`config.mk`:
```
export PLATFORM = sky130hd
export DESIGN_NAME = stall_detector
export DESIGN_NICKNAME = d
export VERILOG_FILES = /design/src/verilog/cpu_pkg.sv /design/src/verilog/stall_detector.sv
export SDC_FILE = /design/constraint.sdc
export NUM_CORES = 1
export LEC_CHECK = 0
export ABC_CLOCK_PERIOD_IN_PS = 1600
export BUFFER_PORTS_ARGS = -buffer_cell sky130_fd_sc_hd__buf_2
export CORE_ASPECT_RATIO = 0.6
export CORE_MARGIN = 2
export CORE_UTILIZATION = 31
export DETAILED_ROUTE_END_ITERATION = 10
export PLACE_DENSITY = 0.95
export SLEW_MARGIN = 15
export SYNTH_ARGS = -nofsm -noshare
export SYNTH_HDL_FRONTEND = slang
export SYNTH_SLANG_ARGS = --single-unit
```
`constraint.sdc`:
```
create_clock -name vclk -period 1.6
set_clock_uncertainty 0.05 [all_clocks]
set_input_delay 0.08 -clock vclk [all_inputs]
set_output_delay 0.08 -clock vclk [all_outputs]
set_load 0.005 [all_outputs]
```
`src/verilog/cpu_pkg.sv`:
```
package cpu_pkg;

   // Datapath and memory sizes
   localparam int data_w = 32;
   localparam int reg_addr_w = 5;
   localparam int mem_addr_w = 10;
   localparam int mem_depth = 1024;

   // Host address bit that picks the control/status register over memory
   localparam int ctrl_sel_bit = 12;

   // Instruction field positions
   localparam int op_hi = 31;
   localparam int op_lo = 27;
   localparam int rd_hi = 26;
   localparam int rd_lo = 22;
   localparam int ra_hi = 21;
   localparam int ra_lo = 17;
   localparam int rb_hi = 16;
   localparam int rb_lo = 12;
   localparam int imm_hi = 15;
   localparam int imm_lo = 0;
   localparam int alu_hi = 3;
   localparam int alu_lo = 0;

   // Zero must stay the NOP so that cleared registers are bubbles
   typedef enum logic [4:0] {
      op_nop      = 5'd0,
      op_load_imm = 5'd1,
      op_alu      = 5'd2,
      op_load     = 5'd3,
      op_store    = 5'd4,
      op_jump     = 5'd5,
      op_halt     = 5'd6
   } opcode_e;

   typedef enum logic [3:0] {
      alu_add  = 4'd0,
      alu_sub  = 4'd1,
      alu_and  = 4'd2,
      alu_or   = 4'd3,
      alu_xor  = 4'd4,
      alu_shl  = 4'd5,
      alu_sltu = 4'd6
   } alu_op_e;

   typedef enum logic [1:0] {
      st_idle,
      st_run,
      st_halted
   } run_state_e;

endpackage

```
`src/verilog/stall_detector.sv`:
```
`timescale 1ns/100ps

module stall_detector (
   input  logic [cpu_pkg::data_w-1:0] issue_instr,
   input  logic [cpu_pkg::data_w-1:0] decode_instr,
   input  logic [cpu_pkg::data_w-1:0] execute_instr,
   input  logic [cpu_pkg::data_w-1:0] memory_instr,
   output logic                       stall
);

   localparam int op_w = cpu_pkg::op_hi - cpu_pkg::op_lo + 1;

   logic [op_w-1:0] issue_op;
   logic use_a;
   logic use_b;
   logic [cpu_pkg::reg_addr_w-1:0] src_a;
   logic [cpu_pkg::reg_addr_w-1:0] src_b;
   logic [cpu_pkg::reg_addr_w-1:0] dest_d;
   logic [cpu_pkg::reg_addr_w-1:0] dest_e;
   logic [cpu_pkg::reg_addr_w-1:0] dest_m;

   // Register written by an instruction, zero if it writes none
   function automatic logic [cpu_pkg::reg_addr_w-1:0] dest_of(
      input logic [cpu_pkg::data_w-1:0] instr);
      logic [op_w-1:0] op;
      op = instr[cpu_pkg::op_hi:cpu_pkg::op_lo];
      if (op == cpu_pkg::op_load_imm || op == cpu_pkg::op_alu || op == cpu_pkg::op_load) begin
         return instr[cpu_pkg::rd_hi:cpu_pkg::rd_lo];
      end
      return '0;
   endfunction

   assign issue_op = issue_instr[cpu_pkg::op_hi:cpu_pkg::op_lo];
   assign use_a = issue_op inside {cpu_pkg::op_alu, cpu_pkg::op_load,
                                   cpu_pkg::op_store, cpu_pkg::op_jump};
   assign use_b = issue_op inside {cpu_pkg::op_alu, cpu_pkg::op_store, cpu_pkg::op_jump};

   assign src_a = use_a ? issue_instr[cpu_pkg::ra_hi:cpu_pkg::ra_lo] : '0;
   assign src_b = use_b ? issue_instr[cpu_pkg::rb_hi:cpu_pkg::rb_lo] : '0;

   assign dest_d = dest_of(decode_instr);
   assign dest_e = dest_of(execute_instr);
   assign dest_m = dest_of(memory_instr);

   // Register 0 never causes a hazard
   assign stall = (src_a != '0 && (src_a == dest_d || src_a == dest_e || src_a == dest_m)) ||
                  (src_b != '0 && (src_b == dest_d || src_b == dest_e || src_b == dest_m));

endmodule

```
==> reports/summary.txt <==
CP Max Fanout: 4
GRT Util Overall: 17.36%
routed vias: 1217
Mapped Nets: 250
commonest non-fill, non-tap cell in the layout: buf_2
Finished Layout Cells: 210
setup ws final: -0.1534 ns
vias in the first global route: 1003
synth-to-layout area growth: 49.03%
synthesized instance count: 122
Final Core Density: 49.41%
register area share after synthesis: 0%
final hold slack: 0.6704 ns
Worst Setup Start Kind: input port
number of sequential cells: 0
hold violation count in the final report: 0
clock buffer count: 0
die area: 3163 um^2
# rows: 14
placed insts: 210
Hold Path Class: input port to primary output
die width: 71.29 um
CP max stage cell: or4_4
drt total wl: 2878 um
# setup viols final: 1
CP Cell Sequence: buf_6 > or4_4 > buf_6 > nor2_4 > o32ai_2 > a32oi_1 > o2111ai_1 > buf_2
total power: 0.2914 mW
critical path arrival: 1.62 ns
Starting Density: 33.15%
Tmin final: 1.753 ns
wire length per cell: 13.70 um
GPL Wtd Cong: 0.9908
total setup buffers inserted after CTS: 0
post-synthesis adder-cell area fraction: 0%
RSZ-0062 raised after global routing: yes
synthesized area per cell: 6.902 um^2
Max stage delay on crit path: 0.56 ns
DR pass1 iterations: 4
layout net count: 308
1st-iter DRT viols: 87
Synth area leaders: xnor2_1, nor4bb_1, nor2_1, a31oi_1, o31ai_1
MaxCap Viol Count: 0
synthesized cell area: 842.1 um^2
main combinational cell family by area after synthesis: compound AO/OA/AOI/OAI gates
Final Cycle Share: 109.6%
Data required, critical path: 1.47 ns
Final TNS setup: -0.1534 ns
Yosys top cell area share: 13.52%
Antenna Cells: 0
port buffer count: 46
Worst-Margin Slew: 0.3625 ns
pre-CTS worst setup slack: -0.1066 ns
Worst slew margin: 75.76%
Yosys warnings: 0
crit end category: primary output
via/cell ratio: 5.795
Post-DP Area: 1201 um^2
post-detailed-route DRC marker count: 0
Design Area, Final: 1255 um^2
kind of critical path: input port to primary output
initial antenna violation count: 0
dpl hpwl: 2399 um
Pleak: 0.4903 nW
largest net degree at the start of global routing: 11
Final Max Slew Viols: 0
post-cts hold buffer count: 0
Cell Pwr Density: 232.2 nW/um^2
cell mode on critical path: buf_6
most frequent cells in the layout: buf_2, nor2_1, buf_4
gr ovfl total: 0
f_max: 0.5703 GHz
Final ANT Viol Nets: 0
leading area contributor after synthesis: xnor2_1
layout cells sized above 1: 41.01%
Filler cells: 265
first-pass GRT wire length: 4512 um
post-synthesis xor/xnor area fraction: 17.68%
Distinct cells, synth: 40
failing checks: negative setup slack
Worst IR Drop VDD: 0.1057 mV
I/O pin count: 129
Core ar.: 2540 um^2
status: finished with violations
Register Area: 0 um^2
simple-gate share of the synthesized area: 37.89%
mux contribution to synthesized area: 0%
die height: 44.37 um
Synth Area in Compound Gates: 39.38%
-- power by group --
part,total [mW],internal [mW],switching (mW)
logic,0.291,0.145,0.146
registers,0,0,0
clock network,0,0,0
-- synth_stat cells (all sizes together), types with 3 or more instances --
library cell / number
xnor2: 13
buf: 5
xor2: 4
nor3: 5
o32ai: 3
a31oi: 12
o21ai: 7
o22ai: 4
nor2: 21
nor4bb: 10
o31ai: 5
nand2: 5
-- layout make-up --
class | instances | area (um^2) | share of cell area (%)
Multi-Input combinational cell | 114 | 837.1 | 66.70
Timing Repair Buffer | 63 | 374.1 | 29.81
Inverter | 1 | 3.754 | 0.2991
Tap cell | 32 | 40.04 | 3.190
-- final timing paths --
| kind | endpoint | cells after the start | slack (ns) | start |
|---|---|---|---|---|
| hold / removal | stall | 5 | 0.67 | issue_instr[21] |
| setup / recovery | stall | 8 | -0.15 | memory_instr[31] |
-- metal layers --
metal,vias to the layer above,share of wire [%],GRT usage (%)
met3,0,11,0.2278
li1,606,-,-
met2,59,43,27.41
met4,0,0,0
met5,-,0,0
met1,552,46,27.91
-- worst max-delay path, delay by kind of cell --
family	cells	cell delay [ns]
buffers and inverters	3	0.40
and+or+nand+nor	2	0.63
AOI/OAI and AO/OA	3	0.51
-- timing repair --
item,in CTS,in global routing
endpoints found under the setup margin,1,1
pin swaps,0,8
gates resized for setup,3,7
hold endpoints to repair,0,0
-- cells by family (layout without fill, tap and decap cells) --
family / after synthesis / after routing
AOI/OAI and AO/OA: 46 / 46
xor gates and xnor gates: 17 / 17
buffers and inverters: 8 / 64
and+or+nand+nor: 51 / 51
Power figures use the tool's default switching activity.
