### src/verilog/cpu_pkg.sv
package cpu_pkg;

   // Datapath and memory sizes
   localparam int data_w = 32;
   localparam int reg_addr_w = 5;
   localparam int mem_addr_w = 10;
   localparam int mem_depth = 1024;

   // Host address bit that picks the control/status register over memory
   localparam int ctrl_sel_bit = 12;

   // Instruction field positions
   localparam int op_hi = 31;
   localparam int op_lo = 27;
   localparam int rd_hi = 26;
   localparam int rd_lo = 22;
   localparam int ra_hi = 21;
   localparam int ra_lo = 17;
   localparam int rb_hi = 16;
   localparam int rb_lo = 12;
   localparam int imm_hi = 15;
   localparam int imm_lo = 0;
   localparam int alu_hi = 3;
   localparam int alu_lo = 0;

   // Zero must stay the NOP so that cleared registers are bubbles
   typedef enum logic [4:0] {
      op_nop      = 5'd0,
      op_load_imm = 5'd1,
      op_alu      = 5'd2,
      op_load     = 5'd3,
      op_store    = 5'd4,
      op_jump     = 5'd5,
      op_halt     = 5'd6
   } opcode_e;

   typedef enum logic [3:0] {
      alu_add  = 4'd0,
      alu_sub  = 4'd1,
      alu_and  = 4'd2,
      alu_or   = 4'd3,
      alu_xor  = 4'd4,
      alu_shl  = 4'd5,
      alu_sltu = 4'd6
   } alu_op_e;

   typedef enum logic [1:0] {
      st_idle,
      st_run,
      st_halted
   } run_state_e;

endpackage

### src/verilog/program_counter.sv
`timescale 1ns/100ps

module program_counter (
   input  logic                           clk,
   input  logic                           rst,
   input  logic                           start,
   input  logic                           run,
   input  logic                           stall,
   input  logic                           halt_issue,
   input  logic                           jump_taken,
   input  logic [cpu_pkg::mem_addr_w-1:0] jump_target,
   output logic [cpu_pkg::mem_addr_w-1:0] fetch_addr
);

   always_ff @(posedge clk or negedge rst) begin
      if (!rst) begin
         fetch_addr <= '0;
      end else if (start) begin
         fetch_addr <= '0;
      end else if (run) begin
         // A taken jump wins over stall and halt
         if (jump_taken) begin
            fetch_addr <= jump_target;
         end else if (!stall && !halt_issue) begin
            fetch_addr <= fetch_addr + 1'b1;
         end
      end
   end

   // Only start may move the PC while the core is not running
   pc_frozen_when_idle : assert property (
      @(posedge clk) disable iff (!rst) (!run && !start) |=> $stable(fetch_addr)
   ) else $error("PC moved while not running");

endmodule

### config.mk
export PLATFORM = sky130hd
export DESIGN_NAME = program_counter
export DESIGN_NICKNAME = d
export VERILOG_FILES = /design/src/verilog/cpu_pkg.sv /design/src/verilog/program_counter.sv
export SDC_FILE = /design/constraint.sdc
export NUM_CORES = 1
export LEC_CHECK = 0
export ABC_AREA = 1
export BUFFER_PORTS_ARGS = -buffer_cell sky130_fd_sc_hd__buf_4
export CAP_MARGIN = 20
export CORE_UTILIZATION = 50
export DETAILED_ROUTE_END_ITERATION = 16
export GPL_TIMING_DRIVEN = 0
export PLACE_DENSITY = 0.84
export SETUP_SLACK_MARGIN = 0.5
export SKIP_LAST_GASP = 1
export SLEW_MARGIN = 40
export SYNTH_ARGS = -nofsm -noshare
export SYNTH_HDL_FRONTEND = slang
export SYNTH_SLANG_ARGS = --single-unit
export TNS_END_PERCENT = 20
### constraint.sdc
create_clock -name clk -period 3.7 [get_ports clk]
set_input_delay 0.37 -clock clk [delete_from_list [all_inputs] [get_ports clk]]
set_output_delay 0.37 -clock clk [all_outputs]
set_load 0.02 [all_outputs]
==> results.cfg <==
[run_status]
outcome = complete, no violations

[logic_synthesis]
yosys-mux-area-fraction_pct = 1.41
synth_nets = 122
synthesis.area_sq_um = 711
leading_post_synthesis_cells_by_instance_count = 34 x nand2_1, 16 x nor2_1, 10 x dfrtp_1, 10 x inv_1, 9 x o21ai_0
yosysTopAreaCellShare_pct = 35.2
synth_seq_area_share_pct = 35.2
synthAdderAreaFrac_pct = 1.76
number_of_enable_type_register_cells_in_the_synthesized_netlist = 0
synthesis.instances = 104
syn_area_per_cell_sq_um = 6.83
ys_warnings = 0
synth.most_common_cell = nand2_1
synth_area_leaders = dfrtp_1 35%, nand2_1 18%, nor2_1 8.5%
post_synthesis_xor_xnor_area_fraction_pct = 3.70
post_synth_and_or_nand_nor_area_fraction_pct = 41.5
yosysUniqueCellTypes = 19
synth-compound-area-share_pct = 8.10
ys_ff_latch = 10
fraction_of_registers_with_async_set_or_reset_after_synthesis_pct = 100
yosys.area.top_type = dfrtp_1
combinational_family_with_the_most_area_after_synthesis = simple AND/OR/NAND/NOR gates
synth_flop_cell = dfrtp_1

[clocking]
cts_num_sinks = 10
clk_path_buf_depth = 2
cts_inserted_buffers = 3
postCtsSetupRepairBufs = 0
cts_tree = done
post_cts_resize_count = 0
worst_setup_hold_path_clk_slew_ns = 0.07
clock_tree.root_cell = clkbuf_4
worstSkewPairLatency_ns = 0.26
ctsHoldBuffers = 1
cts.htree.levels = 1

[timing]
min_period_ns = 1.34
timing.final.hold_violations = 0
fin_worst_skew_ns = 0.00371
hold-worst-slack_ns = 0.378
timing_worst_slew_pin_value_ns = 0.213
relSlewSlack_pct = 85.8
grt_setup_unrepaired = no
setup-tns-final_ns = 0
layout_worst_path_cycle_share_pct = 36.1
max_clock_freq_ghz = 0.748
setup-violations-final = 0
finalMaxSlewViolations = 0

[routing]
dr_iter_0_viols = 24
antenna_violating_nets_post_route = 0
remaining_drc_errors = 0
wirelength_met1_microns = 755
wl_met2_microns = 830
routed-wl-met3_microns = 87
detailroute.via_count = 761
post_drt_via_cell_ratio = 5.07
detail_route.first_pass.iterations = 4
highest_layer = met4
totalWireLength_mm = 1.68
route.detailed.wl_per_inst_microns = 11.2

[global_routing]
global_route.usage.total_pct = 26.3
first_global_vias = 666
grt.overflow.total = 0
antenna_found_initial = 0
grt_start_max_net_pins = 11
grt_first_pass_wirelength_mm = 2.73

[floorplan]
design.core.area_sq_um = 1320
fp.dieArea_sq_um = 1580
effective_utilization_at_floorplan_pct = 53.9
chipHeight_microns = 39.7
ios = 27
rows = 13
chipWidth_microns = 39.7

[pwr]
power-per-cell-area_nw_per_um2 = 299
power.static_leakage_nw = 0.512
vdd.ir_drop.worst_mv = 0.207

[final_layout]
registers.top_by_ff_count = fetch_addr
num_antenna_cells = 0
fin_util_pct = 73.7
area.growth.synth_to_final_pct = 36.6
final_cell_count_no_fill = 150
biggestRegsByFlops = fetch_addr (10)
layout.nets = 154
max_reg_flops = 10
drive_gt1_share_pct = 29.6
design_area_sq_um = 971

[run]
max_cap_violations = 0

[place]
dp_hpwl_mm = 1.26
buffer_ports.inserted = 26
placed_cells_incl_taps = 145
placed_area_sq_um = 925
gp_routability_congestion = 0.715

[setup_path]
timing.critical_path.mode_cell = nand2_1
cp_data_arrival_time_ns = 1.49
timing.critical_path.required_ns = 3.86
start_kind = flip-flop
crit_path_cell_trace = ha_1 -> nand3_2 -> nor2_2 -> nand2_1 -> nand2_1 -> nand3_1 -> nand2_1 -> nand2_1
cp.buffers_inverters = 0
slowest_delay_ns = 0.44
critical_path.max_fanout = 5
cpMaxStageDelayCell = dfrtp_1
worst_path_class_setup = flip-flop to flip-flop
end_kind = flip-flop
cp_top_family = simple AND/OR/NAND/NOR gates

[min_path]
worst_hold_path_type = primary input to flip-flop
-- layout by cell type, fill, tap and decap left out, drive strengths merged --
cell type and count:
nand2 36, buf 26, nor2 18, inv 12, nand3 11, dfrtp 10, o21ai 10, clkbuf 5
xnor2 2, mux2i 1, xor2 1, o21bai 1, ha 1, dlygate4sd3 1
-- cells by family after synthesis --
group	count (synthesis)
AND/OR/NAND/NOR	65
adder cells (fa/ha/maj)	1
buffers and inverters	13
flip-flops	10
multiplexers	1
AO/OA/AOI/OAI	11
XOR/XNOR	3
-- final timing paths --
path	startpoint	depth (start not counted)	end	slack, ns
setup / recovery	fetch_addr[0]$_DFFE_PN0P_	8	fetch_addr[8]$_DFFE_PN0P_	2.36
hold / removal	jump_taken	3	fetch_addr[3]$_DFFE_PN0P_	0.38
setup reg to reg	fetch_addr[0]$_DFFE_PN0P_	8	fetch_addr[8]$_DFFE_PN0P_	2.36
hold reg to reg	fetch_addr[9]$_DFFE_PN0P_	2	fetch_addr[9]$_DFFE_PN0P_	0.56
max in group asynchronous	rst	2	fetch_addr[0]$_DFFE_PN0P_	3.07
min in group asynchronous	rst	2	fetch_addr[6]$_DFFE_PN0P_	0.48
-- metal layers --
metal  track usage [%]  up-vias
li1                  -      389
met1              29.4      347
met2              48.8       23
met3              3.41        2
met4              10.3        0
met5                 0        -
-- power by group --
part	switching (mW)	internal [mW]
clock network	0.0402	0.0597
logic	0.0345	0.0315
registers	0.00927	0.116
-- worst register-to-register path: stages (launching register included) --
cell and delay, ns:
dfrtp_1 0.44, ha_1 0.23, nand3_2 0.13, nor2_2 0.14, nand2_1 0.07, nand2_1 0.07
nand3_1 0.07, nand2_1 0.06, nand2_1 0.04
-- cell type report --
class / instances / area [sq um]
multi-input combinational: 81 / 402
fill: 101 / 347
sequential: 10 / 250
timing repair buffer: 27 / 205
inverter: 12 / 45.0
clock buffer: 4 / 36.3
tap: 15 / 18.8
buffer: 1 / 13.8
-- per-stage QoR --
stage,setup WS [ns],power (mW)
2_1_floorplan,2.36,0.159
3_3_place_gp,2.41,0.190
3_5_place_dp,2.38,0.192
4_1_cts,2.36,0.291
5_1_grt,2.26,0.305
6_report,2.36,0.291
Power figures use the tool's default switching activity.
