==> config.mk <==
export PLATFORM = sky130hd
export DESIGN_NAME = register_file
export DESIGN_NICKNAME = d
export VERILOG_FILES = /design/src/verilog/cpu_pkg.sv /design/src/verilog/register_file.sv
export SDC_FILE = /design/constraint.sdc
export NUM_CORES = 2
export LEC_CHECK = 0
export BUFFER_PORTS_ARGS = -buffer_cell sky130_fd_sc_hd__buf_2
export CELL_PAD_IN_SITES_DETAIL_PLACEMENT = 0
export CELL_PAD_IN_SITES_GLOBAL_PLACEMENT = 1
export CORE_MARGIN = 2
export CORE_UTILIZATION = 50
export DETAILED_ROUTE_END_ITERATION = 8
export PLACE_DENSITY = 0.85
export SKIP_LAST_GASP = 1
export SLEW_MARGIN = 40
export SYNTH_ARGS = -nofsm -noshare
export SYNTH_HDL_FRONTEND = slang
export SYNTH_SLANG_ARGS = --single-unit
==> constraint.sdc <==
create_clock -name clk -period 6 [get_ports clk]
set_clock_uncertainty 0.05 [all_clocks]
set_input_delay 0.3 -clock clk [delete_from_list [all_inputs] [get_ports clk]]
set_output_delay 0.3 -clock clk [all_outputs]
set_load 0.05 [all_outputs]
==> src/verilog/cpu_pkg.sv <==
package cpu_pkg;

   // Datapath and memory sizes
   localparam int data_w = 32;
   localparam int reg_addr_w = 5;
   localparam int mem_addr_w = 10;
   localparam int mem_depth = 1024;

   // Host address bit that picks the control/status register over memory
   localparam int ctrl_sel_bit = 12;

   // Instruction field positions
   localparam int op_hi = 31;
   localparam int op_lo = 27;
   localparam int rd_hi = 26;
   localparam int rd_lo = 22;
   localparam int ra_hi = 21;
   localparam int ra_lo = 17;
   localparam int rb_hi = 16;
   localparam int rb_lo = 12;
   localparam int imm_hi = 15;
   localparam int imm_lo = 0;
   localparam int alu_hi = 3;
   localparam int alu_lo = 0;

   // Zero must stay the NOP so that cleared registers are bubbles
   typedef enum logic [4:0] {
      op_nop      = 5'd0,
      op_load_imm = 5'd1,
      op_alu      = 5'd2,
      op_load     = 5'd3,
      op_store    = 5'd4,
      op_jump     = 5'd5,
      op_halt     = 5'd6
   } opcode_e;

   typedef enum logic [3:0] {
      alu_add  = 4'd0,
      alu_sub  = 4'd1,
      alu_and  = 4'd2,
      alu_or   = 4'd3,
      alu_xor  = 4'd4,
      alu_shl  = 4'd5,
      alu_sltu = 4'd6
   } alu_op_e;

   typedef enum logic [1:0] {
      st_idle,
      st_run,
      st_halted
   } run_state_e;

endpackage

==> src/verilog/register_file.sv <==
`timescale 1ns/100ps

module register_file (
   input  logic                           clk,
   input  logic                           rst,
   input  logic [cpu_pkg::reg_addr_w-1:0] read_addr_a,
   input  logic [cpu_pkg::reg_addr_w-1:0] read_addr_b,
   input  logic [cpu_pkg::reg_addr_w-1:0] write_addr,
   input  logic [cpu_pkg::data_w-1:0]     write_data,
   input  logic                           write_en,
   output logic [cpu_pkg::data_w-1:0]     read_data_a,
   output logic [cpu_pkg::data_w-1:0]     read_data_b
);

   logic [cpu_pkg::data_w-1:0] regs [2**cpu_pkg::reg_addr_w];

   always_ff @(posedge clk or negedge rst) begin
      if (!rst) begin
         for (int i = 0; i < 2**cpu_pkg::reg_addr_w; i++) begin
            regs[i] <= '0;
         end
      end else if (write_en && write_addr != '0) begin
         regs[write_addr] <= write_data;
      end
   end

   // Write-through so a same-cycle reader sees the new value
   assign read_data_a = (read_addr_a == '0) ? '0 :
                        (write_en && write_addr == read_addr_a) ? write_data : regs[read_addr_a];
   assign read_data_b = (read_addr_b == '0) ? '0 :
                        (write_en && write_addr == read_addr_b) ? write_data : regs[read_addr_b];

endmodule

==> reports/metrics.yaml <==
sta:
  fin_crit_ns: 3.830
  min_period_over_period_pct: 63.84
  fmax_ghz: 0.2611
  slew_headroom_pct: 38.39
  rsz0062_at_grt: "false"
  setup_viol: 0
  tightest_slew_ns: 0.9219
  whs_ns: 0.05284
  drv_slew: 0
  final_hold_viol_count: 0
  setup_tns_ns: 0
run_status:
  status: "complete, no violations"
layout:
  largest_reg_flops: 1024
  design_area_sq_um: 60000
  largest_register: "regs"
  drive_gt1_share_pct: 48.60
  fill_cells: 8482
  register_area_sq_um: 25620
  reg_top3: "regs (1024)"
  finalNetCount: 3613
  multi_input_area_sq_um: 27210
  finalNonFillerCells: 5069
  area_delta_synth_final_pct: 10.01
cts:
  numCtsBuffers: 108
  ctsResizeCount: 0
  clock_latency_ns: 0.68
  cts_root_buf: "clkbuf_16"
  cts.sinks: 1024
  cts_buffer_depth: 3
  h-tree-depth: 3
  cts_tree: "built"
  path_clk_slew_ns: 0.06
detailed_routing:
  num_vias: 35868
  viasPerCell: 7.076
  drc_errors: 0
  drt_pre_antenna_iters: 6
  wl_microns: 168600
  drt_iter0_markers: 4160
  post_drt_wl_per_cell_microns: 33.25
  antenna_left: 0
worst_setup_path:
  timing.rr.end: "regs[103]"
  r2r_slack_ns: 5.12
  reg2reg_depth: 1
  path_cells: "buf_4 -> xnor2_1 -> nand2_1 -> or4_2 -> buf_4 -> and3b_4 -> a221o_1 -> buf_2"
  cp_slowest_cell: "or4_2"
  path_common_cell: "buf_4"
  reg2reg_from: "regs[103]"
  required_ns: 5.65
  cpPeakStageDelay_ns: 0.71
  endpoint_kind: "output port"
  cp.arrival_ns: 3.48
  startpoint_type: "input pin"
  crit_path_max_fanout: 41
  critPathKind: "input pin to output port"
synth:
  netlist_area_sq_um: 54540
  ys_seq_elements: 1024
  synthCells: 3673
  synth_cell_type_count: 53
  synth_warnings: 0
  ys.flop_type: "dfrtp_1"
  synth_edf_count: 0
  synthArstFlopShare_pct: 100.0
  seq_area_frac_synth_pct: 46.98
  syn_area_per_cell_sq_um: 14.85
  synth_fp_nets: 3723
global_route:
  grtUsageTotal_pct: 30.13
  grt_max_degree: 143
  antenna_found_initial: 17
  grt_pass1_wl_microns: 248800
  grt_overflow: 0
  grt_pass1_vias: 36549
floorplanning:
  fp.dieArea_sq_um: 111700
  initial_core_util_pct: 50.25
  rows: 121
  die_x_microns: 334.3
  core_area_sq_um: 108600
  die_h_microns: 334.3
  pin_count: 114
worst_hold_path:
  hp-class: "input pin to async pin"
power:
  power_density_nw_per_um2: 336.4
  vdd_drop_max_v: 0.0002713
  leakage_nw: 26.02
place:
  post_dp_cell_area_sq_um: 56360
  gp_congestion: 0.8342
  dp.cells: 4863
  hpwl_microns: 99420
  portBuffers: 113
run:
  cap_violations: 0
-- routing by layer --
metal | vias to the layer above | track usage [%] | wire, microns
met4 | 12 | 12.48 | 7166
met2 | 2000 | 45.29 | 76570
met5 | - | 0 | 67
met3 | 418 | 6.935 | 16850
met1 | 19309 | 42.41 | 67900
li1 | 14129 | - | -
-- synth_stat cells, types with 44 or more instances --
master | n | area, sq um
mux2_1 | 97 | 1092
a22oi_1 | 95 | 713.2
a22o_1 | 71 | 621.9
clkbuf_1 | 249 | 934.7
mux4_2 | 412 | 9279
buf_2 | 88 | 440.4
dfrtp_1 | 1024 | 25620
buf_1 | 62 | 232.7
o22ai_1 | 44 | 275.3
a21oi_1 | 84 | 420.4
mux2_2 | 898 | 10110
mux2i_1 | 227 | 2272
-- cell families (layout without fill, tap and decap cells) --
logic type      count (synthesis)  after routing  synth area share, %
other cells                     0              7                    0
xor+xnor                       10             10               0.1606
simple gates                  101            101               0.9383
compound gates                466            466                6.622
mux                          1634           1634                41.72
flops                        1024           1024                46.98
buf+inv                       438            413                3.581
-- worst max-delay path, delay by kind of cell --
family	cells	cell delay, ns
AO/OA/AOI/OAI	1	0.50
AND/OR/NAND/NOR	3	1.23
XOR/XNOR	1	0.19
buffers and inverters	3	1.18
-- worst max path at each step --
stage / start / to / slack, ns
2_1_floorplan: read_addr_b[0] / read_data_b[12] / 3.24
3_5_place_dp: read_addr_b[1] / read_data_b[28] / 2.22
4_1_cts: read_addr_b[1] / read_data_b[28] / 2.21
3_3_place_gp: read_addr_b[1] / read_data_b[28] / 2.22
5_1_grt: read_addr_a[1] / read_data_a[31] / 2.13
6_report: read_addr_b[2] / read_data_b[28] / 2.17
-- stage by stage --
step / power [mW] / setup WS (ns) / utilization [%]
after floorplan: 12.25 / 3.237 / -
after global placement: 13.30 / 2.223 / 51.68
after detailed placement: 13.50 / 2.221 / 51.92
after CTS: 20.18 / 2.213 / 55.18
after global routing: 20.93 / 2.132 / 55.27
final: 20.18 / 2.170 / 55.28
-- layout by cell type, fill, tap and decap left out, types with 9 or more instances in the layout --
cell type     n
a2111oi_0    26
a2111oi_2    15
a21oi_1      83
a221o_1      12
a22o_1       71
a22oi_1      95
a32o_1       10
buf_12       18
buf_16       10
buf_2       105
buf_4        74
clkbuf_1     18
clkbuf_16   110
clkbuf_8     22
clkinv_2     32
dfrtp_1    1024
mux2_1       97
mux2_2      898
mux2i_1     227
mux4_2      412
nand2_1      22
nand2_2      16
nor2_4       19
o211ai_1     17
o21ai_0      10
o221a_1       9
o221ai_1     43
o22ai_1      44
-- power by group --
group	switching, mW	leakage (nW)	internal [mW]
Sequential	0.977	13.1	8.22
Clock	2.85	1.76	3.87
Combinational	1.91	11.1	2.35
Total	5.74	26.0	14.4
-- final cells by class --
class | instances | share of cell area [%]
clock buffer | 150 | 5.205
antenna | 7 | 0.02919
clock inverter | 45 | 0.6735
tap | 1414 | 2.948
timing repair buffer | 217 | 3.090
sequential | 1024 | 42.70
inverter | 1 | 0.006256
multi-input combinational | 2211 | 45.34
-- what timing repair did --
item                      in CTS  in global routing
hold endpoints to repair      91                  0
buffers inserted               0                  0
hold buffers                   1                  0
Power figures use the tool's default switching activity.
