## config.mk

```make
export PLATFORM = sky130hd
export DESIGN_NAME = run_control
export DESIGN_NICKNAME = d
export VERILOG_FILES = /design/src/verilog/cpu_pkg.sv /design/src/verilog/run_control.sv
export SDC_FILE = /design/constraint.sdc
export NUM_CORES = 1
export LEC_CHECK = 0
export BUFFER_PORTS_ARGS = -buffer_cell sky130_fd_sc_hd__clkbuf_2
export CAP_MARGIN = 20
export CORE_ASPECT_RATIO = 0.75
export CORE_UTILIZATION = 30
export CTS_CLUSTER_DIAMETER = 30
export DETAILED_ROUTE_END_ITERATION = 8
export HOLD_SLACK_MARGIN = 0.08
export PLACE_DENSITY = 0.69
export SLEW_MARGIN = 20
export SYNTH_ARGS = -nofsm -noshare
export SYNTH_HDL_FRONTEND = slang
export SYNTH_SLANG_ARGS = --single-unit
export TNS_END_PERCENT = 10
```

## constraint.sdc

```tcl
create_clock -name clk -period 5.7 [get_ports clk]
set_input_delay 0.285 -clock clk [delete_from_list [all_inputs] [get_ports clk]]
set_output_delay 0.285 -clock clk [all_outputs]
set_load 0.005 [all_outputs]
```

## src/verilog/cpu_pkg.sv

```systemverilog
package cpu_pkg;

   // Datapath and memory sizes
   localparam int data_w = 32;
   localparam int reg_addr_w = 5;
   localparam int mem_addr_w = 10;
   localparam int mem_depth = 1024;

   // Host address bit that picks the control/status register over memory
   localparam int ctrl_sel_bit = 12;

   // Instruction field positions
   localparam int op_hi = 31;
   localparam int op_lo = 27;
   localparam int rd_hi = 26;
   localparam int rd_lo = 22;
   localparam int ra_hi = 21;
   localparam int ra_lo = 17;
   localparam int rb_hi = 16;
   localparam int rb_lo = 12;
   localparam int imm_hi = 15;
   localparam int imm_lo = 0;
   localparam int alu_hi = 3;
   localparam int alu_lo = 0;

   // Zero must stay the NOP so that cleared registers are bubbles
   typedef enum logic [4:0] {
      op_nop      = 5'd0,
      op_load_imm = 5'd1,
      op_alu      = 5'd2,
      op_load     = 5'd3,
      op_store    = 5'd4,
      op_jump     = 5'd5,
      op_halt     = 5'd6
   } opcode_e;

   typedef enum logic [3:0] {
      alu_add  = 4'd0,
      alu_sub  = 4'd1,
      alu_and  = 4'd2,
      alu_or   = 4'd3,
      alu_xor  = 4'd4,
      alu_shl  = 4'd5,
      alu_sltu = 4'd6
   } alu_op_e;

   typedef enum logic [1:0] {
      st_idle,
      st_run,
      st_halted
   } run_state_e;

endpackage

```

## src/verilog/run_control.sv

```systemverilog
`timescale 1ns/100ps

module run_control (
   input  logic                            clk,
   input  logic                            rst,
   input  logic                            wb_cyc,
   input  logic                            wb_stb,
   input  logic                            wb_we,
   input  logic [cpu_pkg::ctrl_sel_bit:0]  wb_adr,
   input  logic [cpu_pkg::data_w-1:0]      wb_wdata,
   output logic [cpu_pkg::data_w-1:0]      wb_rdata,
   output logic                            wb_ack,
   input  logic                            halt_wb,
   output logic                            run,
   output logic                            start,
   output logic                            host_we,
   output logic [cpu_pkg::mem_addr_w-1:0]  host_addr,
   output logic [cpu_pkg::data_w-1:0]      host_wdata,
   input  logic [cpu_pkg::data_w-1:0]      mem_rdata
);

   cpu_pkg::run_state_e state;
   logic req;
   logic ctrl_sel;
   logic [cpu_pkg::data_w-1:0] status;

   // A bus cycle counts once, on the cycle before its ack
   assign req = wb_cyc && wb_stb && !wb_ack;
   assign ctrl_sel = wb_adr[cpu_pkg::ctrl_sel_bit];

   assign run = (state == cpu_pkg::st_run);
   assign start = req && wb_we && ctrl_sel && wb_wdata[0] && !run;

   // Host memory writes are dropped while the core owns the memory
   assign host_we = req && wb_we && !ctrl_sel && !run;
   assign host_addr = wb_adr[cpu_pkg::mem_addr_w-1:0];
   assign host_wdata = wb_wdata;

   // Bit 0 running, bit 1 halted
   assign status = {{(cpu_pkg::data_w-2){1'b0}}, state == cpu_pkg::st_halted, run};

   always_ff @(posedge clk or negedge rst) begin
      if (!rst) begin
         state <= cpu_pkg::st_idle;
      end else begin
         case (state)
            cpu_pkg::st_idle,
            cpu_pkg::st_halted: begin
               if (start) begin
                  state <= cpu_pkg::st_run;
               end
            end
            cpu_pkg::st_run: begin
               if (halt_wb) begin
                  state <= cpu_pkg::st_halted;
               end
            end
            default: state <= cpu_pkg::st_idle;
         endcase
      end
   end

   always_ff @(posedge clk or negedge rst) begin
      if (!rst) begin
         wb_ack <= 1'b0;
      end else begin
         wb_ack <= req;
      end
   end

   // Read data only matters in the ack cycle
   always_ff @(posedge clk) begin
      if (req) begin
         if (ctrl_sel) begin
            wb_rdata <= status;
         end else if (run) begin
            wb_rdata <= '0;
         end else begin
            wb_rdata <= mem_rdata;
         end
      end
   end

   ack_single_cycle : assert property (
      @(posedge clk) disable iff (!rst) wb_ack |=> !wb_ack
   ) else $error("wb_ack high for two cycles");

endmodule

```

==> metrics.cfg, run 1 <==
[logic_synthesis]
ys.flop_type = edfxtp_1
ys_seq_area_share_pct = 58.72
syn_area_per_cell_um2 = 13.89
async_flop_share_pct = 8.571
synth.net_count = 210
synth_cell_types = 22
ys_warn_count = 0
yosys-top-cells-area = edfxtp_1, buf_4, and2_4
yosys.area.top_type_share_pct = 54.47
yosys.area.top_type = edfxtp_1
synth_edf_count = 32
syn-cell-area_mm2 = 0.001764
synth_seq_cells = 35
syn_inst = 127

[timing]
hold_violations = 0
slew_headroom_pct = 70.89
drv_slew = 0
rsz0062_at_grt = false
worstMarginPinSlew_ns = 0.4366
setup_viol = 0
timing.final.crit_share_pct = 35.04
fmax_ghz = 0.5007
setup_tns_ns = 0
period_needed_ns = 1.997
clock_skew_ns = 0.004762

[critical_path]
criticalPathCategory = reg2out
end_kind = output port
cp_slowest_cell = buf_4
cpPeakStageDelay_ns = 0.38
crit_arrival_ns = 1.71
critPathMaxFanout = 35
startpoint_type = flip-flop
cp.required_ns = 5.41
cp_cell_sequence = and3b_1, buf_4, nand4_1, nor2_1, clkbuf_2

[power]
seq_power_share_pct = 57.1
p_int_uw = 417.0
peakVddDrop_v = 0.00006935
p_comb_share_pct = 11.4
clkPwrFrac_pct = 31.5
swShare_pct = 21.16
leakage_nw = 0.8833
switching_power_uw = 112.0
powerDensity_mw_per_mm2 = 268.6

[finish]
antenna_cells = 0
mostFrequentLayoutCells = clkbuf_2, edfxtp_1, and2_4, and2_1, clkbuf_8
drive_gt1_share_pct = 65.27
areaGrowthSynthToFinish_pct = 11.63
n_fill_cell = 551
layout_commonest_cell = clkbuf_2
nets = 249
final_cells = 242

[grt]
gr-usage-all-layers_pct = 10.21
gr-total-overflow = 0
grt_max_degree = 36
grt_pass1_wl_mm = 4.533
antenna_found_initial = 0
grt_pass1_vias = 871

[place]
dp_cells = 233
place_congestion = 0.7076
hpwl_mm = 2.391
portBuffers = 76

[detailed_routing]
routed_via_density = 3.983
totalWireLength_mm = 3.176
wl_per_cell_um = 13.12
first_iter_violations = 23
drc_errors = 0
vias = 964
ant_nets = 0
dr.pass1.iters = 4

[cts]
postCtsResizedCells = 0
clk_path_buf_depth = 2
numCtsBuffers = 5
clk_latency_ns = 0.28
clkSinkCount = 35
clk_pin_slew_ns = 0.07
cts-htree-levels = 2
root_buffer = clkbuf_8
cts_tree = done

[job]
maxCapViolCount = 0

[floorplan]
initial_core_util_pct = 32.10
die_w_um = 90.55
ios = 161
die_y_um = 68.41
die_area_mm2 = 0.006195
rows = 23
core_area_mm2 = 0.005497

[status]
status = finished clean

[min_path]
hold_class = in2reg

-- per-stage QoR --
step | setup slack [ns] | power (mW) | hold WS, ns | util, % | area, µm²
2_1_floorplan | 3.695 | 0.3654 | -0.01059 | - | 1764
3_3_place_gp | 3.943 | 0.3677 | 0.08256 | 34.17 | 1878
3_5_place_dp | 3.952 | 0.3687 | 0.08783 | 34.17 | 1878
4_1_cts | 3.631 | 0.5376 | 0.2135 | 35.83 | 1969
5_1_grt | 3.531 | 0.5534 | 0.2208 | 35.83 | 1969
6_report | 3.703 | 0.5290 | 0.2245 | 35.83 | 1969
-- critical path: cells and delay by family, from the launching register on --
| kind | cells | cell delay (ns) |
|---|---|---|
| simple gates | 3 | 0.56 |
| buf+inv | 2 | 0.51 |
| flops | 1 | 0.37 |
-- power groups by stage --
stage                     clock (mW)  combinational [mW]  sequential [mW]
final                          0.167              0.0601            0.302
after detailed placement           0              0.0609            0.308
after CTS                      0.174              0.0618            0.302
after global routing           0.183              0.0668            0.303
after floorplan                    0              0.0567            0.309
after global placement             0              0.0608            0.307
-- per-layer routing --
metal | share of wire, % | GRT usage, % | vias to the layer above
li1 | - | - | 458
met1 | 40 | 11.35 | 418
met2 | 45 | 15.15 | 76
met3 | 13 | 6.444 | 12
met4 | 2.1 | 5.645 | 0
met5 | 0 | 0 | -
-- layout make-up --
class                           instances  area (µm²)  share of cell area [%]
Inverter                                1       3.754                  0.1906
Sequential cell                        35        1036                   52.60
Clock inverter                          1       5.005                  0.2541
Timing Repair Buffer                   78       397.9                   20.20
Tap cell                               75       93.84                   4.765
Clock buffer                            7       76.32                   3.875
Multi-Input combinational cell         45       356.6                   18.11
-- flip-flops by register name (all words and copies together) (netlist names) --
register  count
state         2
wb_ack        1
wb_rdata     32
-- cells by family (layout without fill, tap and decap cells) --
| family | after synthesis | in the layout | synth area share [%] |
|---|---|---|---|
| flops | 35 | 35 | 58.72 |
| compound gates | 5 | 5 | 2.056 |
| buf+inv | 47 | 87 | 21.06 |
| simple gates | 40 | 40 | 18.16 |
-- cell usage after synthesis (all sizes together), types with 2 or more instances --
cell type	instances
nor2	2
nor2b	2
dfrtp	3
buf	46
nand2	2
edfxtp	32
and2	30
-- path summary, 6_finish.rpt --
kind                          start  endpoint  slack, ns  cells after the start
setup / recovery             wb_ack     start       3.70                      5
max in group asynchronous       rst  state[0]       5.26                      2
min in group asynchronous       rst    wb_ack       0.33                      2
hold reg to reg            state[0]  state[0]       0.52                      1
setup reg to reg             wb_ack  state[1]       4.19                      4
hold / removal              halt_wb  state[0]       0.22                      2
-- what timing repair did --
item / CTS / global route
setup buffers: 0 / 0
endpoints found under the setup margin: 0 / 0
hold endpoints to repair: 3 / 0
hold buffers: 1 / 0
(Power assumes the default switching activity.)
==> run 2: changes to the inputs <==
==> constraint.sdc (replaced) <==
create_clock -name clk -period 2 [get_ports clk]
set_input_delay 0.1 -clock clk [delete_from_list [all_inputs] [get_ports clk]]
set_output_delay 0.1 -clock clk [all_outputs]
set_load 0.005 [all_outputs]
==> run 2 against run 1 <==
Net effect:
- hold slack lost 0.13 ns
- cell count grew 0.83%
- clock skew grew 0.00094 ns
- sequential share of layout area shrank 0.43 points
- sequential power grew to 2.9 times the previous value
- critical path depth shrank 1
- combinational power grew to 2.9 times the previous value
- design area grew 0.83%
- largest cell class unchanged
==> metrics.cfg, run 2 (same netlist as run 1, synthesis figures left out) <==
[status]
status = finished clean

[grt]
grt_pass1_vias = 916  ; +5.2%
antenna_found_initial = 0  ; unchanged
grt_max_degree = 33  ; -8.3%
gr-usage-all-layers_pct = 10.51  ; +0.30 points
grt_pass1_wl_mm = 4.657  ; +2.7%
gr-total-overflow = 0  ; unchanged

[critical_path]
crit_arrival_ns = 1.52  ; -0.19 ns
end_kind = output port
critPathMaxFanout = 32  ; -8.6%
cp.required_ns = 1.90  ; -3.51 ns
criticalPathCategory = reg2out
startpoint_type = flip-flop

[floorplan]
die_y_um = 68.41  ; unchanged
ios = 161  ; unchanged
initial_core_util_pct = 32.10  ; unchanged
die_w_um = 90.55  ; unchanged
core_area_mm2 = 0.005497  ; unchanged
rows = 23  ; unchanged
die_area_mm2 = 0.006195  ; unchanged

[finish]
fin_area_mm2 = 0.001986  ; +0.83%
seqCellArea_mm2 = 0.001036  ; unchanged
top_register = wb_rdata
largest_register_ffs = 32  ; unchanged
mostFrequentLayoutCells = clkbuf_2, edfxtp_1, and2_4, and2_1, clkbuf_8
areaGrowthSynthToFinish_pct = 12.55
layout_commonest_cell = clkbuf_2
multiInputGateArea_um2 = 356.6  ; unchanged
top_regs = wb_rdata x32, state x2, wb_ack x1
nets = 251  ; +0.80%
drive_gt1_share_pct = 64.50  ; -0.77 points
fin_util_pct = 36.13  ; +0.30 points
n_fill_cell = 546  ; -0.91%
antenna_cells = 0  ; unchanged

[detailed_routing]
routed_via_density = 3.980  ; about the same
totalWireLength_mm = 3.216  ; +1.3%
drc_errors = 0  ; unchanged
vias = 971  ; +0.73%
first_iter_violations = 20  ; -13%
ant_nets = 0  ; unchanged
wl_per_cell_um = 13.18  ; +0.43%
dr.pass1.iters = 3  ; -1

[place]
portBuffers = 76  ; unchanged
place_area_mm2 = 0.001886  ; +0.40%
place_congestion = 0.7376  ; +4.2%
hpwl_mm = 2.506  ; +4.8%

[cts]
clkSinkCount = 35  ; unchanged
root_buffer = clkbuf_8
clk_path_buf_depth = 2  ; unchanged
cts_tree = done
clk_latency_ns = 0.28  ; about the same
cts-htree-levels = 2  ; unchanged
clk_pin_slew_ns = 0.07  ; about the same
post_cts_buffers = 0  ; unchanged
numCtsBuffers = 5  ; unchanged

[timing]
timing.final.crit_share_pct = 81.23
setup_viol = 0  ; unchanged
fmax_ghz = 0.6156
period_needed_ns = 1.625
setup_tns_ns = 0  ; unchanged
drv_slew = 0  ; unchanged
worstMarginPinSlew_ns = 0.3831  ; -0.05352 ns
hold_violations = 0  ; unchanged
slew_headroom_pct = 74.46  ; +3.6 points
clock_skew_ns = 0.005697  ; +0.0009351 ns
rsz0062_at_grt = false

[power]
leakage_nw = 0.8908  ; +0.84%
peakVddDrop_v = 0.0002158  ; +210%
powerDensity_mw_per_mm2 = 756.4  ; +180%

[min_path]
hold_class = in2reg

[job]
maxCapViolCount = 0  ; unchanged

[run 2: final cells by class]
class | count | share of cell area [%]
Inverter | 1 | 0.1890
Sequential cell | 35 | 52.17
Timing Repair Buffer | 80 | 20.92
Clock buffer | 6 | 3.655
Tap cell | 75 | 4.726
Multi-Input combinational cell | 45 | 17.96
Clock inverter | 2 | 0.3781
[run 2: worst paths after layout]
kind | slack, ns | endpoint | cells after the start | from
worst max-delay path | 0.38 | host_we | 4 | state[0]
worst min-delay path | 0.09 | wb_rdata[22] | 2 | mem_rdata[22]
worst max register to register | 0.70 | state[1] | 4 | wb_ack
worst min register to register | 0.51 | state[0] | 1 | state[0]
max in group asynchronous | 1.73 | state[0] | 2 | rst
min in group asynchronous | 0.16 | wb_ack | 2 | rst
[run 2: worst max-delay path, stage by stage, from the launching register on]
cell and delay [ns]:
dfrtp_1 0.41, nor2b_4 0.17, nor2_8 0.32, and3_2 0.24
clkbuf_2 0.11
[run 2: power by group]
part / total, mW / switching [mW] / internal (mW)
clock network: 0.466 / 0.229 / 0.237
logic: 0.175 / 0.0717 / 0.103
registers: 0.861 / 0.0169 / 0.844
[run 2: timing repair]
item	CTS	global route
endpoints found under the hold margin	5	0
gates resized for setup	0	0
hold buffers	2	0
[run 2: per-layer routing]
| layer | global-route usage [%] | vias up | part of all wire (%) |
|---|---|---|---|
| met5 | 0 | - | 0 |
| met4 | 6.250 | 0 | 2.0 |
| met3 | 6.000 | 12 | 13 |
| met2 | 16.19 | 77 | 46 |
| met1 | 11.50 | 419 | 39 |
| li1 | - | 463 | - |
[run 2: per-stage QoR]
| stage | cells | setup WS, ns | hold WS (ns) | power (mW) |
|---|---|---|---|---|
| global route | 244 | 0.2461 | 0.09769 | 1.567 |
| finish | 244 | 0.3755 | 0.09362 | 1.502 |
| detailed placement | 234 | 0.6190 | -0.09861 | 1.053 |
| global placement | 234 | 0.6383 | -0.1025 | 1.050 |
| CTS | 244 | 0.3102 | 0.08360 | 1.526 |
| floorplan | 127 | 0.07179 | -0.1956 | 1.041 |
